## src/lsu_mpu_pkg.sv

```systemverilog
// LSU memory protection unit package
// Shared widths, enums and packed structs for the PMA and PMP checks,
// the core and bus request paths and the PMP CSR image
`default_nettype none

package lsu_mpu_pkg;

  // Byte address and data word
  typedef logic [31:0] addr_t;
  typedef logic [31:0] data_t;

  // Upper bound on PMP regions held in the CSR image
  localparam int PMP_MAX_REGIONS = 4;

  // Privilege levels, encoded as in the RISC-V spec
  typedef enum logic [1:0] {
    PRIV_U = 2'b00,
    PRIV_M = 2'b11
  } privlvl_e;

  // Status returned with every core response
  typedef enum logic [1:0] {
    MPU_OK       = 2'b00,
    MPU_RE_FAULT = 2'b01,
    MPU_WR_FAULT = 2'b10
  } mpu_status_e;

  // Protection unit FSM states
  typedef enum logic [2:0] {
    MPU_IDLE,
    MPU_RE_ERR_WAIT,
    MPU_WR_ERR_WAIT,
    MPU_RE_ERR_RESP,
    MPU_WR_ERR_RESP
  } mpu_state_e;

  // Request from core, also sent to bus
  // memtype bit 0 bufferable, bit 1 cacheable
  typedef struct packed {
    addr_t      addr;
    logic       we;
    logic [3:0] be;
    data_t      wdata;
    privlvl_e   priv;
    logic       dbg;
    logic [1:0] memtype;
  } data_req_t;

  typedef struct packed {
    data_t rdata;
    logic  err;
  } bus_resp_t;

  typedef struct packed {
    bus_resp_t   bus_resp;
    mpu_status_e mpu_status;
  } core_resp_t;

  // One top-of-range PMP region
  typedef struct packed {
    addr_t top;
    logic  r;
    logic  w;
    logic  en;
    logic  lock;
  } pmp_region_t;

  typedef pmp_region_t [PMP_MAX_REGIONS-1:0] pmp_csr_t;

  // Fixed PMA region, base and last are inclusive
  typedef struct packed {
    addr_t base;
    addr_t last;
    logic  main;
    logic  bufferable;
    logic  cacheable;
  } pma_cfg_t;

  // Whole address space, main memory, no buffering or caching
  localparam pma_cfg_t PMA_R_DEFAULT = '{
    base       : 32'h0000_0000,
    last       : 32'hFFFF_FFFF,
    main       : 1'b1,
    bufferable : 1'b0,
    cacheable  : 1'b0
  };

endpackage

`default_nettype wire

```

## src/lsu_mpu.sv

```systemverilog
// Data-side memory protection unit
// Checks each core request against PMA and PMP, forwards passing ones to the
// bus with attributes, and absorbs failing ones with an ordered error response
`timescale 1ns/100ps
`default_nettype none

module lsu_mpu #(
  parameter int                    PMA_NUM_REGIONS = 3,
  parameter lsu_mpu_pkg::pma_cfg_t PMA_CFG [PMA_NUM_REGIONS-1:0] =
    '{default: lsu_mpu_pkg::PMA_R_DEFAULT},
  parameter int                    PMP_NUM_REGIONS = 4,
  parameter lsu_mpu_pkg::addr_t    DM_REGION_START = 32'hF000_0000,
  parameter lsu_mpu_pkg::addr_t    DM_REGION_END   = 32'hF000_3FFF
) (
  input  logic                    clk,
  input  logic                    rst_n,

  input  logic                    misaligned_i,

  // Core side
  input  logic                    core_trans_valid_i,
  input  lsu_mpu_pkg::data_req_t  core_trans_i,
  output logic                    core_trans_ready_o,
  output logic                    core_resp_valid_o,
  output lsu_mpu_pkg::core_resp_t core_resp_o,

  // Bus side
  output logic                    bus_trans_valid_o,
  output lsu_mpu_pkg::data_req_t  bus_trans_o,
  input  logic                    bus_trans_ready_i,
  input  logic                    bus_resp_valid_i,
  input  lsu_mpu_pkg::bus_resp_t  bus_resp_i,

  input  lsu_mpu_pkg::pmp_csr_t   csr_pmp_i,
  // Exactly one transaction pending next cycle
  input  logic                    one_txn_pend_next_i,
  output logic                    mpu_err_o
);

  lsu_mpu_pkg::mpu_state_e  state_q, state_n;
  lsu_mpu_pkg::mpu_status_e mpu_status;
  logic pma_err;
  logic pmp_err;
  logic mpu_err;
  logic block_core;
  logic block_bus;
  logic err_resp_valid;
  logic err_trans_ready;
  logic pma_bufferable;
  logic pma_cacheable;
  logic debug_region;

  // Debug mode access into the debug module range
  assign debug_region = core_trans_i.dbg &&
                        (core_trans_i.addr >= DM_REGION_START) &&
                        (core_trans_i.addr <= DM_REGION_END);

  lsu_mpu_pma #(
    .PMA_NUM_REGIONS (PMA_NUM_REGIONS),
    .PMA_CFG         (PMA_CFG)
  ) u_pma (
    .addr_i         (core_trans_i.addr),
    .debug_region_i (debug_region),
    .misaligned_i   (misaligned_i),
    .pma_err_o      (pma_err),
    .bufferable_o   (pma_bufferable),
    .cacheable_o    (pma_cacheable)
  );

  lsu_mpu_pmp #(
    .PMP_NUM_REGIONS (PMP_NUM_REGIONS)
  ) u_pmp (
    .csr_pmp_i      (csr_pmp_i),
    .priv_i         (core_trans_i.priv),
    .addr_i         (core_trans_i.addr),
    .we_i           (core_trans_i.we),
    .debug_region_i (debug_region),
    .pmp_err_o      (pmp_err)
  );

  assign mpu_err   = pma_err || pmp_err;
  assign mpu_err_o = mpu_err;

  //////////////////////////////////////////////////////////////////////////
  // Error FSM
  //////////////////////////////////////////////////////////////////////////

  always_comb begin
    state_n         = state_q;
    mpu_status      = lsu_mpu_pkg::MPU_OK;
    block_core      = 1'b0;
    block_bus       = 1'b0;
    err_resp_valid  = 1'b0;
    err_trans_ready = 1'b0;

    case (state_q)
      lsu_mpu_pkg::MPU_IDLE: begin
        if (core_trans_valid_i && mpu_err) begin
          // Keep it off the bus and accept it here
          block_bus       = 1'b1;
          err_trans_ready = 1'b1;
          if (core_trans_i.we) begin
            state_n = one_txn_pend_next_i ? lsu_mpu_pkg::MPU_WR_ERR_RESP
                                          : lsu_mpu_pkg::MPU_WR_ERR_WAIT;
          end else begin
            state_n = one_txn_pend_next_i ? lsu_mpu_pkg::MPU_RE_ERR_RESP
                                          : lsu_mpu_pkg::MPU_RE_ERR_WAIT;
          end
        end
      end
      lsu_mpu_pkg::MPU_RE_ERR_WAIT, lsu_mpu_pkg::MPU_WR_ERR_WAIT: begin
        // Drain earlier bus traffic, only the absorbed request left after that
        block_core = 1'b1;
        block_bus  = 1'b1;
        if (one_txn_pend_next_i) begin
          state_n = (state_q == lsu_mpu_pkg::MPU_RE_ERR_WAIT) ? lsu_mpu_pkg::MPU_RE_ERR_RESP
                                                             : lsu_mpu_pkg::MPU_WR_ERR_RESP;
        end
      end
      lsu_mpu_pkg::MPU_RE_ERR_RESP, lsu_mpu_pkg::MPU_WR_ERR_RESP: begin
        block_core     = 1'b1;
        block_bus      = 1'b1;
        err_resp_valid = 1'b1;
        mpu_status     = (state_q == lsu_mpu_pkg::MPU_RE_ERR_RESP) ? lsu_mpu_pkg::MPU_RE_FAULT
                                                                  : lsu_mpu_pkg::MPU_WR_FAULT;
        // Core always takes the response
        state_n        = lsu_mpu_pkg::MPU_IDLE;
      end
      default: begin
        state_n = lsu_mpu_pkg::MPU_IDLE;
      end
    endcase
  end

  always_ff @(posedge clk or negedge rst_n) begin
    if (!rst_n) begin
      state_q <= lsu_mpu_pkg::MPU_IDLE;
    end else begin
      state_q <= state_n;
    end
  end

  //////////////////////////////////////////////////////////////////////////
  // Request and response paths
  //////////////////////////////////////////////////////////////////////////

  assign bus_trans_valid_o  = core_trans_valid_i && !block_bus;
  assign core_trans_ready_o = (bus_trans_ready_i && !block_core) || err_trans_ready;

  // Memtype comes from the PMA, not from the core
  always_comb begin
    bus_trans_o         = core_trans_i;
    bus_trans_o.memtype = {pma_cacheable, pma_bufferable};
  end

  assign core_resp_valid_o = bus_resp_valid_i || err_resp_valid;

  always_comb begin
    core_resp_o.mpu_status = mpu_status;
    // Error responses carry no bus data
    core_resp_o.bus_resp   = err_resp_valid ? '0 : bus_resp_i;
  end

  // No bus request while a fault is being handled
  a_no_bus_when_busy: assert property (
    @(posedge clk) disable iff (!rst_n)
    $rose(bus_trans_valid_o) |-> (state_q == lsu_mpu_pkg::MPU_IDLE)
  ) else $error("lsu_mpu: bus valid rose outside idle");

  // Tracker must have seen the last bus response before the fault reply
  a_resp_no_overlap: assert property (
    @(posedge clk) disable iff (!rst_n)
    err_resp_valid |-> !bus_resp_valid_i
  ) else $error("lsu_mpu: bus response collided with fault response");

endmodule

`default_nettype wire

```

## src/lsu_mpu_outstanding.sv

```systemverilog
// Outstanding transaction tracker
// Counts accepted but unanswered core transactions
`timescale 1ns/100ps
`default_nettype none

module lsu_mpu_outstanding (
  input  logic clk,
  input  logic rst_n,
  input  logic accept_i,
  input  logic resp_i,
  output logic one_txn_pend_next_o
);

  logic [2:0] cnt_q;
  logic [2:0] cnt_n;

  // Accept and response together cancel out
  always_comb begin
    cnt_n = cnt_q;
    if (accept_i && !resp_i) begin
      cnt_n = cnt_q + 3'd1;
    end else if (resp_i && !accept_i) begin
      cnt_n = cnt_q - 3'd1;
    end
  end

  always_ff @(posedge clk or negedge rst_n) begin
    if (!rst_n) begin
      cnt_q <= '0;
    end else begin
      cnt_q <= cnt_n;
    end
  end

  assign one_txn_pend_next_o = (cnt_n == 3'd1);

  // Response without any transaction in flight
  a_no_underflow: assert property (
    @(posedge clk) disable iff (!rst_n)
    (resp_i && !accept_i) |-> (cnt_q != 3'd0)
  ) else $error("lsu_mpu_outstanding: count underflow");

  // More in flight than the counter can hold
  a_no_overflow: assert property (
    @(posedge clk) disable iff (!rst_n)
    (accept_i && !resp_i) |-> (cnt_q != 3'd7)
  ) else $error("lsu_mpu_outstanding: count overflow");

endmodule

`default_nettype wire

```

## src/lsu_mpu_pma.sv

```systemverilog
// Physical memory attribute lookup
// Scans a fixed region table and returns legality and bus attributes
`timescale 1ns/100ps
`default_nettype none

module lsu_mpu_pma #(
  parameter int                    PMA_NUM_REGIONS = 3,
  parameter lsu_mpu_pkg::pma_cfg_t PMA_CFG [PMA_NUM_REGIONS-1:0] =
    '{default: lsu_mpu_pkg::PMA_R_DEFAULT}
) (
  input  lsu_mpu_pkg::addr_t addr_i,
  input  logic               debug_region_i,
  input  logic               misaligned_i,
  output logic               pma_err_o,
  output logic               bufferable_o,
  output logic               cacheable_o
);

  // Attributes of the selected region
  lsu_mpu_pkg::pma_cfg_t pma_cfg;
  logic                  region_hit;

  //////////////////////////////////////////////////////////////////////////
  // Region select
  //////////////////////////////////////////////////////////////////////////

  always_comb begin
    pma_cfg    = lsu_mpu_pkg::PMA_R_DEFAULT;
    region_hit = 1'b0;
    // First hit in table order wins
    for (int i = 0; i < PMA_NUM_REGIONS; i++) begin
      if (!region_hit && (addr_i >= PMA_CFG[i].base) && (addr_i <= PMA_CFG[i].last)) begin
        pma_cfg    = PMA_CFG[i];
        region_hit = 1'b1;
      end
    end
  end

  //////////////////////////////////////////////////////////////////////////
  // Error and attributes
  //////////////////////////////////////////////////////////////////////////

  always_comb begin
    if (debug_region_i) begin
      // Debug module access, always legal and never buffered or cached
      pma_err_o    = 1'b0;
      bufferable_o = 1'b0;
      cacheable_o  = 1'b0;
    end else begin
      // Split accesses only allowed to main memory
      pma_err_o    = misaligned_i && !pma_cfg.main;
      bufferable_o = pma_cfg.bufferable;
      cacheable_o  = pma_cfg.cacheable;
    end
  end

endmodule

`default_nettype wire

```

## src/lsu_mpu_pmp.sv

```systemverilog
// Physical memory protection check, top-of-range regions only
// Applies region permissions by privilege level and lock bit
`timescale 1ns/100ps
`default_nettype none

module lsu_mpu_pmp #(
  parameter int PMP_NUM_REGIONS = 4
) (
  input  lsu_mpu_pkg::pmp_csr_t csr_pmp_i,
  input  lsu_mpu_pkg::privlvl_e priv_i,
  input  lsu_mpu_pkg::addr_t    addr_i,
  input  logic                  we_i,
  input  logic                  debug_region_i,
  output logic                  pmp_err_o
);

  // Lowest matching enabled region
  lsu_mpu_pkg::pmp_region_t match_region;
  logic                     match_found;
  // Running lower bound, the previous region's top
  lsu_mpu_pkg::addr_t       range_lo;
  // Permission needed by this access is granted by the match
  logic                     perm_ok;

  //////////////////////////////////////////////////////////////////////////
  // Region match
  //////////////////////////////////////////////////////////////////////////

  always_comb begin
    match_region = '0;
    match_found  = 1'b0;
    range_lo     = '0;
    for (int i = 0; i < PMP_NUM_REGIONS; i++) begin
      if (!match_found && csr_pmp_i[i].en &&
          (addr_i >= range_lo) && (addr_i < csr_pmp_i[i].top)) begin
        match_region = csr_pmp_i[i];
        match_found  = 1'b1;
      end
      // Disabled regions still set the bound for the next one
      range_lo = csr_pmp_i[i].top;
    end
  end

  //////////////////////////////////////////////////////////////////////////
  // Permission decision
  //////////////////////////////////////////////////////////////////////////

  always_comb begin
    perm_ok = we_i ? match_region.w : match_region.r;

    if (debug_region_i) begin
      pmp_err_o = 1'b0;
    end else if (priv_i == lsu_mpu_pkg::PRIV_M) begin
      // Machine mode only bound by locked regions
      pmp_err_o = match_found && match_region.lock && !perm_ok;
    end else begin
      // User mode needs a matching region that grants access
      pmp_err_o = !match_found || !perm_ok;
    end
  end

endmodule

`default_nettype wire

```

## src/lsu_mpu_top.sv

```systemverilog
// LSU protection subsystem top
// Protection unit plus its outstanding transaction tracker
`timescale 1ns/100ps
`default_nettype none

module lsu_mpu_top #(
  parameter int                    PMA_NUM_REGIONS = 3,
  parameter lsu_mpu_pkg::pma_cfg_t PMA_CFG [PMA_NUM_REGIONS-1:0] =
    '{default: lsu_mpu_pkg::PMA_R_DEFAULT},
  parameter int                    PMP_NUM_REGIONS = 4,
  parameter lsu_mpu_pkg::addr_t    DM_REGION_START = 32'hF000_0000,
  parameter lsu_mpu_pkg::addr_t    DM_REGION_END   = 32'hF000_3FFF
) (
  input  logic                    clk,
  input  logic                    rst_n,
  input  logic                    misaligned_i,
  input  logic                    core_trans_valid_i,
  input  lsu_mpu_pkg::data_req_t  core_trans_i,
  output logic                    core_trans_ready_o,
  output logic                    core_resp_valid_o,
  output lsu_mpu_pkg::core_resp_t core_resp_o,
  output logic                    bus_trans_valid_o,
  output lsu_mpu_pkg::data_req_t  bus_trans_o,
  input  logic                    bus_trans_ready_i,
  input  logic                    bus_resp_valid_i,
  input  lsu_mpu_pkg::bus_resp_t  bus_resp_i,
  input  lsu_mpu_pkg::pmp_csr_t   csr_pmp_i,
  output logic                    mpu_err_o
);

  // Tracker to FSM
  logic one_txn_pend_next;

  lsu_mpu #(
    .PMA_NUM_REGIONS (PMA_NUM_REGIONS),
    .PMA_CFG         (PMA_CFG),
    .PMP_NUM_REGIONS (PMP_NUM_REGIONS),
    .DM_REGION_START (DM_REGION_START),
    .DM_REGION_END   (DM_REGION_END)
  ) u_mpu (
    .clk                 (clk),
    .rst_n               (rst_n),
    .misaligned_i        (misaligned_i),
    .core_trans_valid_i  (core_trans_valid_i),
    .core_trans_i        (core_trans_i),
    .core_trans_ready_o  (core_trans_ready_o),
    .core_resp_valid_o   (core_resp_valid_o),
    .core_resp_o         (core_resp_o),
    .bus_trans_valid_o   (bus_trans_valid_o),
    .bus_trans_o         (bus_trans_o),
    .bus_trans_ready_i   (bus_trans_ready_i),
    .bus_resp_valid_i    (bus_resp_valid_i),
    .bus_resp_i          (bus_resp_i),
    .csr_pmp_i           (csr_pmp_i),
    .one_txn_pend_next_i (one_txn_pend_next),
    .mpu_err_o           (mpu_err_o)
  );

  // Counts core-side handshakes, faulting requests included
  lsu_mpu_outstanding u_outstanding (
    .clk                 (clk),
    .rst_n               (rst_n),
    .accept_i            (core_trans_valid_i && core_trans_ready_o),
    .resp_i              (core_resp_valid_o),
    .one_txn_pend_next_o (one_txn_pend_next)
  );

endmodule

`default_nettype wire

```

## config.mk

```make
export PLATFORM = sky130hd
export DESIGN_NAME = lsu_mpu_top
export DESIGN_NICKNAME = d
export VERILOG_FILES = /design/src/lsu_mpu_pkg.sv /design/src/lsu_mpu.sv /design/src/lsu_mpu_outstanding.sv /design/src/lsu_mpu_pma.sv /design/src/lsu_mpu_pmp.sv /design/src/lsu_mpu_top.sv
export SDC_FILE = /design/constraint.sdc
export NUM_CORES = 1
export LEC_CHECK = 0
export ABC_AREA = 1
export BUFFER_PORTS_ARGS = -buffer_cell sky130_fd_sc_hd__clkbuf_2
export CORE_AREA = 10 10 136 138
export CTS_CLUSTER_SIZE = 25
export DETAILED_ROUTE_END_ITERATION = 10
export DIE_AREA = 0 0 146 148
export PLACE_DENSITY = 0.65
export SETUP_SLACK_MARGIN = 0.3
export SYNTH_ARGS = -nofsm -noshare
export SYNTH_HDL_FRONTEND = slang
export SYNTH_SLANG_ARGS = --single-unit
export TNS_END_PERCENT = 100
```

## constraint.sdc

```tcl
create_clock -name clk -period 3.8 [get_ports clk]
set_clock_uncertainty 0.2 [all_clocks]
set_input_delay 0.19 -clock clk [delete_from_list [all_inputs] [get_ports clk]]
set_output_delay 0.19 -clock clk [all_outputs]
set_load 0.005 [all_outputs]
```

; ---- Word-level counts from Yosys, hierarchy flattened
; Index checks and enable logic that the tools add are counted.
[op_classes]
n_reduce_logical = 38
n_addsub = 2
mux = 28
n_eq_ne = 8
n_lt_le_gt_ge = 10
[ops]
columns = cell, count
row1 = $lt A32 B32 Y1, 4
row2 = $ge A32 B32 Y1, 3
row3 = $mux W33, 1
row4 = $ge A32 B1 Y1 const B, 1
row5 = $ge A32 B32 Y1 const B, 1
row6 = $le A32 B32 Y1 const B, 1
row7 = $logic_and A1 B1 Y1, 21
row8 = $mux W3, 7
row9 = $mux W4, 4
row10 = $mux W1, 11
row11 = $logic_not A1 Y1, 9
row12 = $eq A3 B1 Y1 const B, 2
row13 = $eq A3 B2 Y1 const B, 2
row14 = $mux W2, 3
row15 = $pmux W3 S2, 1
row16 = $ne A2 B1 Y1 const B, 2
row17 = $reduce_or A2 Y1, 2
row18 = $reduce_or A4 Y1, 1
row19 = $add A3 B1 Y3 const B, 1
row20 = $eq A3 B3 Y1 const B, 1
row21 = $logic_not A3 Y1, 1
row22 = $logic_or A1 B1 Y1, 3
row23 = $sub A3 B1 Y3 const B, 1
row24 = $eq A2 B2 Y1 const B, 1
row25 = 2 further kinds, 2
[word_totals]
wordCells = 88
ff_bits = 6
out_inout_bits = 113

; ---- Depth between registers and ports, before layout
[logic_depth]
word_depth = 38
mapped_depth = 35
mapped_depth_nobuf = 35

; ---- By module
; A second synthesis with hierarchy kept.
[unflattened]
cells_unflattened = 803
hier_area_um2 = 5007.3
[modules_own_cells]
columns = mod, area_per_inst_um2, n_inst, seq_area_each_um2, cells_each
row1 = lsu_mpu_pmp, 3565.9, 1, 0.0, 563
row2 = lsu_mpu, 1187.4, 1, 75.1, 202
row3 = lsu_mpu_outstanding, 220.2, 1, 75.1, 32
row4 = lsu_mpu_pma, 26.3, 1, 0.0, 4
row5 = lsu_mpu_top, 7.5, 1, 0.0, 2

; ---- Worst setup path after synthesis
; OpenSTA, ideal clock, no wires.
[synth_path]
path_type = input -> register
startpoint = input csr_pmp_i[59] in the netlist's numbering
endpoint = register u_mpu.state_q[1]
path_stages = 32
setup_ns = 0.117
setup_slack_ns = 0.823
n_path_buf = 0
t_arrival_ns = 2.660
path_cell_list = inv_1 -> ha_1 -> nand2_1 -> inv_2 -> nand2_1 -> nand2_1 -> nand2_1 -> nand3_2 -> a21oi_4 -> nand2_2 -> nor2_4 -> nand2_4 -> nand3_1 -> nor2_1 -> nor2_1 -> nand2_1 -> nand2_2 -> nand4_4 -> nand2_4 -> nand2_2 -> nand2_4 -> nand2_2 -> nand2_2 -> nand2_2 -> nor2_2 -> nand2_2 -> inv_1 -> ha_1 -> nor2_1 -> nor2_1 -> nand3_1 -> nand2_1
[synth_between]
elab_chain_cells = 32
[synth_rtl]
columns = element, line_no
row1 = start: declaration, lsu_mpu_top.sv:27  ; input lsu_mpu_pkg::pmp_csr_t csr_pmp_i,
row2 = $lt A32 B32 Y1, lsu_mpu_pmp.sv:35  ; (addr_i >= range_lo) && (addr_i < csr_pmp_i[i].top)) begin
row3 = $logic_and A1 B1 Y1, lsu_mpu_pmp.sv:35
row4 = $mux W1, lsu_mpu_pmp.sv:34  ; if (!match_found && csr_pmp_i[i].en &&
row5 = $logic_not A1 Y1, lsu_mpu_pmp.sv:34
row6 = $logic_and A1 B1 Y1 (2 in series), lsu_mpu_pmp.sv:34
row7 = $logic_and A1 B1 Y1, lsu_mpu_pmp.sv:35
row8 = $mux W1, lsu_mpu_pmp.sv:34
row9 = $logic_not A1 Y1, lsu_mpu_pmp.sv:34
row10 = [13 not listed], n/a
row11 = via core_trans_ready_o, lsu_mpu_top.sv:19  ; output logic core_trans_ready_o,
row12 = [2 not listed], n/a
row13 = $logic_and A1 B1 Y1, lsu_mpu_outstanding.sv:22  ; end else if (resp_i && !accept_i) begin
row14 = $mux W3, lsu_mpu_outstanding.sv:22
row15 = $mux W3 *, lsu_mpu_outstanding.sv:20  ; if (accept_i && !resp_i) begin
row16 = $eq A3 B1 Y1 *, lsu_mpu_outstanding.sv:35  ; assign one_txn_pend_next_o = (cnt_n == 3'd1);
row17 = $mux W2 or $mux W3 (tied branches), "lsu_mpu.sv:106, lsu_mpu.sv:103"
row18 = $mux W3, lsu_mpu.sv:102  ; if (core_trans_i.we) begin
row19 = $mux W3, lsu_mpu.sv:98  ; if (core_trans_valid_i && mpu_err) begin
row20 = $pmux W3 S2, lsu_mpu.sv:96  ; case (state_q)
row21 = end signal: assignment, lsu_mpu.sv:137  ; state_q <= lsu_mpu_pkg::MPU_IDLE;
row22 = end signal: assignment, lsu_mpu.sv:139  ; state_q <= state_n;
row23 = end: declaration, lsu_mpu.sv:40  ; lsu_mpu_pkg::mpu_state_e state_q, state_n;
; Mark *: on every way through the listed nets, which the timed path passes. The rest lies on a longest branch. The select of a mux whose other input is x is not followed.
; A chain may end at the register's enable or synchronous reset.

; ---- Worst setup path in the final report
[layout_path]
startpoint = input csr_pmp_i[17] in the netlist's numbering
endpoint = register u_mpu.state_q[1]
[layout_between]
elab_chain_cells = 37
[layout_rtl]
columns = element, line_no
row1 = $lt A32 B32 Y1, lsu_mpu_pmp.sv:35
row2 = $logic_and A1 B1 Y1, lsu_mpu_pmp.sv:35
row3 = $mux W1, lsu_mpu_pmp.sv:34
row4 = $logic_not A1 Y1, lsu_mpu_pmp.sv:34
row5 = $logic_and A1 B1 Y1 (2 in series), lsu_mpu_pmp.sv:34
row6 = $logic_and A1 B1 Y1, lsu_mpu_pmp.sv:35
row7 = $mux W1, lsu_mpu_pmp.sv:34
row8 = $logic_not A1 Y1, lsu_mpu_pmp.sv:34
row9 = [21 not listed], n/a
row10 = $mux W3, lsu_mpu_outstanding.sv:22
row11 = $mux W3 *, lsu_mpu_outstanding.sv:20
row12 = via u_outstanding.cnt_n[1], lsu_mpu_outstanding.sv:15  ; logic [2:0] cnt_n;
row13 = $eq A3 B1 Y1 *, lsu_mpu_outstanding.sv:35
row14 = $mux W2 or $mux W3 (tied branches), "lsu_mpu.sv:106, lsu_mpu.sv:103"
row15 = $mux W3, lsu_mpu.sv:102
row16 = $mux W3, lsu_mpu.sv:98
row17 = $pmux W3 S2, lsu_mpu.sv:96
; Marked as above.

==> impl_results.md <==
- Clock network power share: 11.2%
- Peak supply drop: 470 uV
- Post-route setup TNS: 0 ns
- CTS tree: built
- Final Setup Violations: 0
- Worst R2R Start: u_mpu.state_q[0]
- Layout cell share with drive strength beyond 1: 41.0%
- Unrepaired setup endpoints after global routing: false
- Worst EP required: 3.71 ns
- Element type at the critical path end: flop
- Vias in the first global route: 5504
- Clk Latency, worst-skew pair: 0.22 ns
- Period utilisation layout: 85.5%
- RePlAce Congestion: 0.839
- Routed Antenna Nets: 0
- Slew Limit Headroom: 57.3%
- Sw frac: 50.1%
- Drt via density: 4.40
- # DRC: 0
- CP Max Fanout: 5
- Global-route usage over all layers: 15.5%
- Routed WL per cell: 15.0 um
- Clk pin slew, worst setup/hold paths: 0.03 ns
- Cts bufs inserted: 3
- Initial antenna violation count: 0
- Worst-margin pin slew: 0.641 ns
- Sequential share of power: 8.7%
- Starting DRT DRC Count: 140
- RR Endpoint: u_mpu.state_q[1]
- Final hold violations: 0
- Area growth, synth to finish: 41.5%
- Mean post-synth cell area: 6.17 um^2
- Gate Count Post-Synth: 804
- Critical Path Max Stage Delay: 0.27 ns
- Clk buf depth: 2
- PortBufs: 292
- Core Region: 15700 um^2
- Netlist cell types: 35
- Worst hold-check path type: input pin to asynchronous set/reset pin
- Post-layout nets: 1420
- Max Transition Viols Final: 0
- Pwr Density: 213 nW/um^2
- Reg2Reg Depth: 17
- Fin util: 44.7%
- Crit path arrival time: 3.17 ns
- Initial Utilization: 31.6%
- Total global routing overflow: 0
- First-pass GRT wire length: 28.0 mm
- Commonest non-fill, non-tap cell in the layout: clkbuf_2
- Clock sinks: 6
- Total Wirelength: 18.8 mm
- Most frequent CP cell: nand2_2
- Via count: 5485
- Row cnt: 46
- # H-tree levels: 1
- Most frequent cells in the layout: clkbuf_2, inv_1, nand2_1, ha_1, nor2_1
- DIE AREA: 21600 um^2
- Combinational Power Share: 80.1%
- Outcome: complete, no violations
- Max frequency: 308 MHz
- Clk root buf: clkbuf_16
- I/O pin count: 370
- Yosys Warn Count: 0
- Max Cap Violations: 0
- Crit path max-delay cell type: ha_4
- Die span in y: 148 um
- Seq/Total Area, Yosys: 3.03%
- DIE WIDTH: 146 um
- Final Critical Period: 3.25 ns
- DP Wirelength: 16.5 mm
- Diodes inserted: 0
- Pleak: 4.38 nW
- Int Pwr: 0.000745 W
- FF+latch count, synth: 6
- Largest net degree at the start of global routing: 36
- Critical path origin: csr_pmp_i[17]
- WS Path Type: input pin to flop
- Mapped Area: 4960 um^2
- Sw Pwr: 0.000749 W
- CP Launch Type: input pin
- Pre-antenna DRT Iters: 4
- Reg2Reg Setup Slack: 0.76 ns
## how the worst max path moves through the flow
stage,to,slack [ns],depth (start not counted)
finish,u_mpu.state_q[1],0.55,30
global route,u_mpu.state_q[1],0.28,32
CTS,u_mpu.state_q[1],0.40,28
detailed placement,u_mpu.state_q[1],0.17,28
global placement,u_mpu.state_q[1],0.24,28
floorplan,u_mpu.state_q[1],0.82,32
## synth_stat cells, drive strengths merged
cell	instances	share of area (%)
dfrtp	6	3.0
conb	1	0.076
or2	1	0.13
a21o	2	0.30
o21bai	3	0.45
a21oi	64	6.7
o221ai	1	0.18
mux2i	3	0.61
nand2	148	12
nand3b	1	0.15
nand3	22	2.6
buf	75	11
o2111ai	1	0.18
nor3b	1	0.25
clkbuf	4	0.30
ha	130	33
o21ai	19	1.9
nand4	17	2.4
o22ai	1	0.13
nor2	84	6.8
o21a	6	0.91
nor3	7	0.71
nor4	3	0.38
clkinv	1	0.076
inv	203	15
## logic make-up after synthesis
| logic type | share of synthesized area (%) |
|---|---|
| simple gates | 25.8 |
| buf+inv | 27.0 |
| fa+ha+maj | 32.8 |
| compound gates | 10.7 |
| flops | 3.03 |
| mux | 0.605 |
| other cells | 0.0756 |
## layout make-up
type,instances,area (um^2)
fillers,1641,8690
multi-input cells,516,4180
repair buffers,302,1580
inverters,204,766
well taps,216,270
flip-flops and latches,6,150
clock buffers,3,75.1
## power by group through the flow
stage	registers [W]	logic (W)	clock network, W
finish	0.000130	0.00120	0.000167
floorplan	0.000118	0.000713	0
global route	0.000137	0.00137	0.000173
CTS	0.000127	0.00107	0.000169
global placement	0.000126	0.00105	0
detailed placement	0.000128	0.00107	0
## per-stage QoR
| stage | std cells | worst slack (ns) | hold slack (ns) | cell area, um^2 | power (W) |
|---|---|---|---|---|---|
| after global routing | 1247 | 0.284 | 0.162 | 7020 | 0.00168 |
| final | 1247 | 0.550 | 0.145 | 7020 | 0.00149 |
| after CTS | 1242 | 0.404 | 0.133 | 6240 | 0.00137 |
| after detailed placement | 1238 | 0.170 | -0.171 | 6150 | 0.00119 |
| after global placement | 1238 | 0.238 | -0.174 | 6150 | 0.00118 |
| after floorplan | 805 | 0.823 | -0.306 | 4960 | 0.000832 |
## registers in the layout (all words and copies together), names as in the netlist
signal,flops
u_outstanding.cnt_q,3
u_mpu.state_q,3
## critical path, delay by kind of cell
kind                       cells  cell delay (ns)
buffers and inverters          5             0.45
adders and majority gates      2             0.47
and+or+nand+nor               23             2.05
## per-layer routing
| layer | vias to the layer above | global-route usage (%) | part of all wire, % |
|---|---|---|---|
| met5 | - | 0 | 0 |
| met4 | 0 | 2.20 | 1.3 |
| met3 | 24 | 3.60 | 6.1 |
| met2 | 159 | 27.8 | 50 |
| met1 | 2400 | 18.7 | 42 |
| li1 | 2902 | - | - |
## what timing repair did
action                     4_1_cts  5_1_grt
resized for setup                0      143
hold buffers                     1        0
setup endpoints to repair        0        2
hold endpoints to repair         6        0
buffers inserted                 0        5
(Power assumes the default switching activity.)
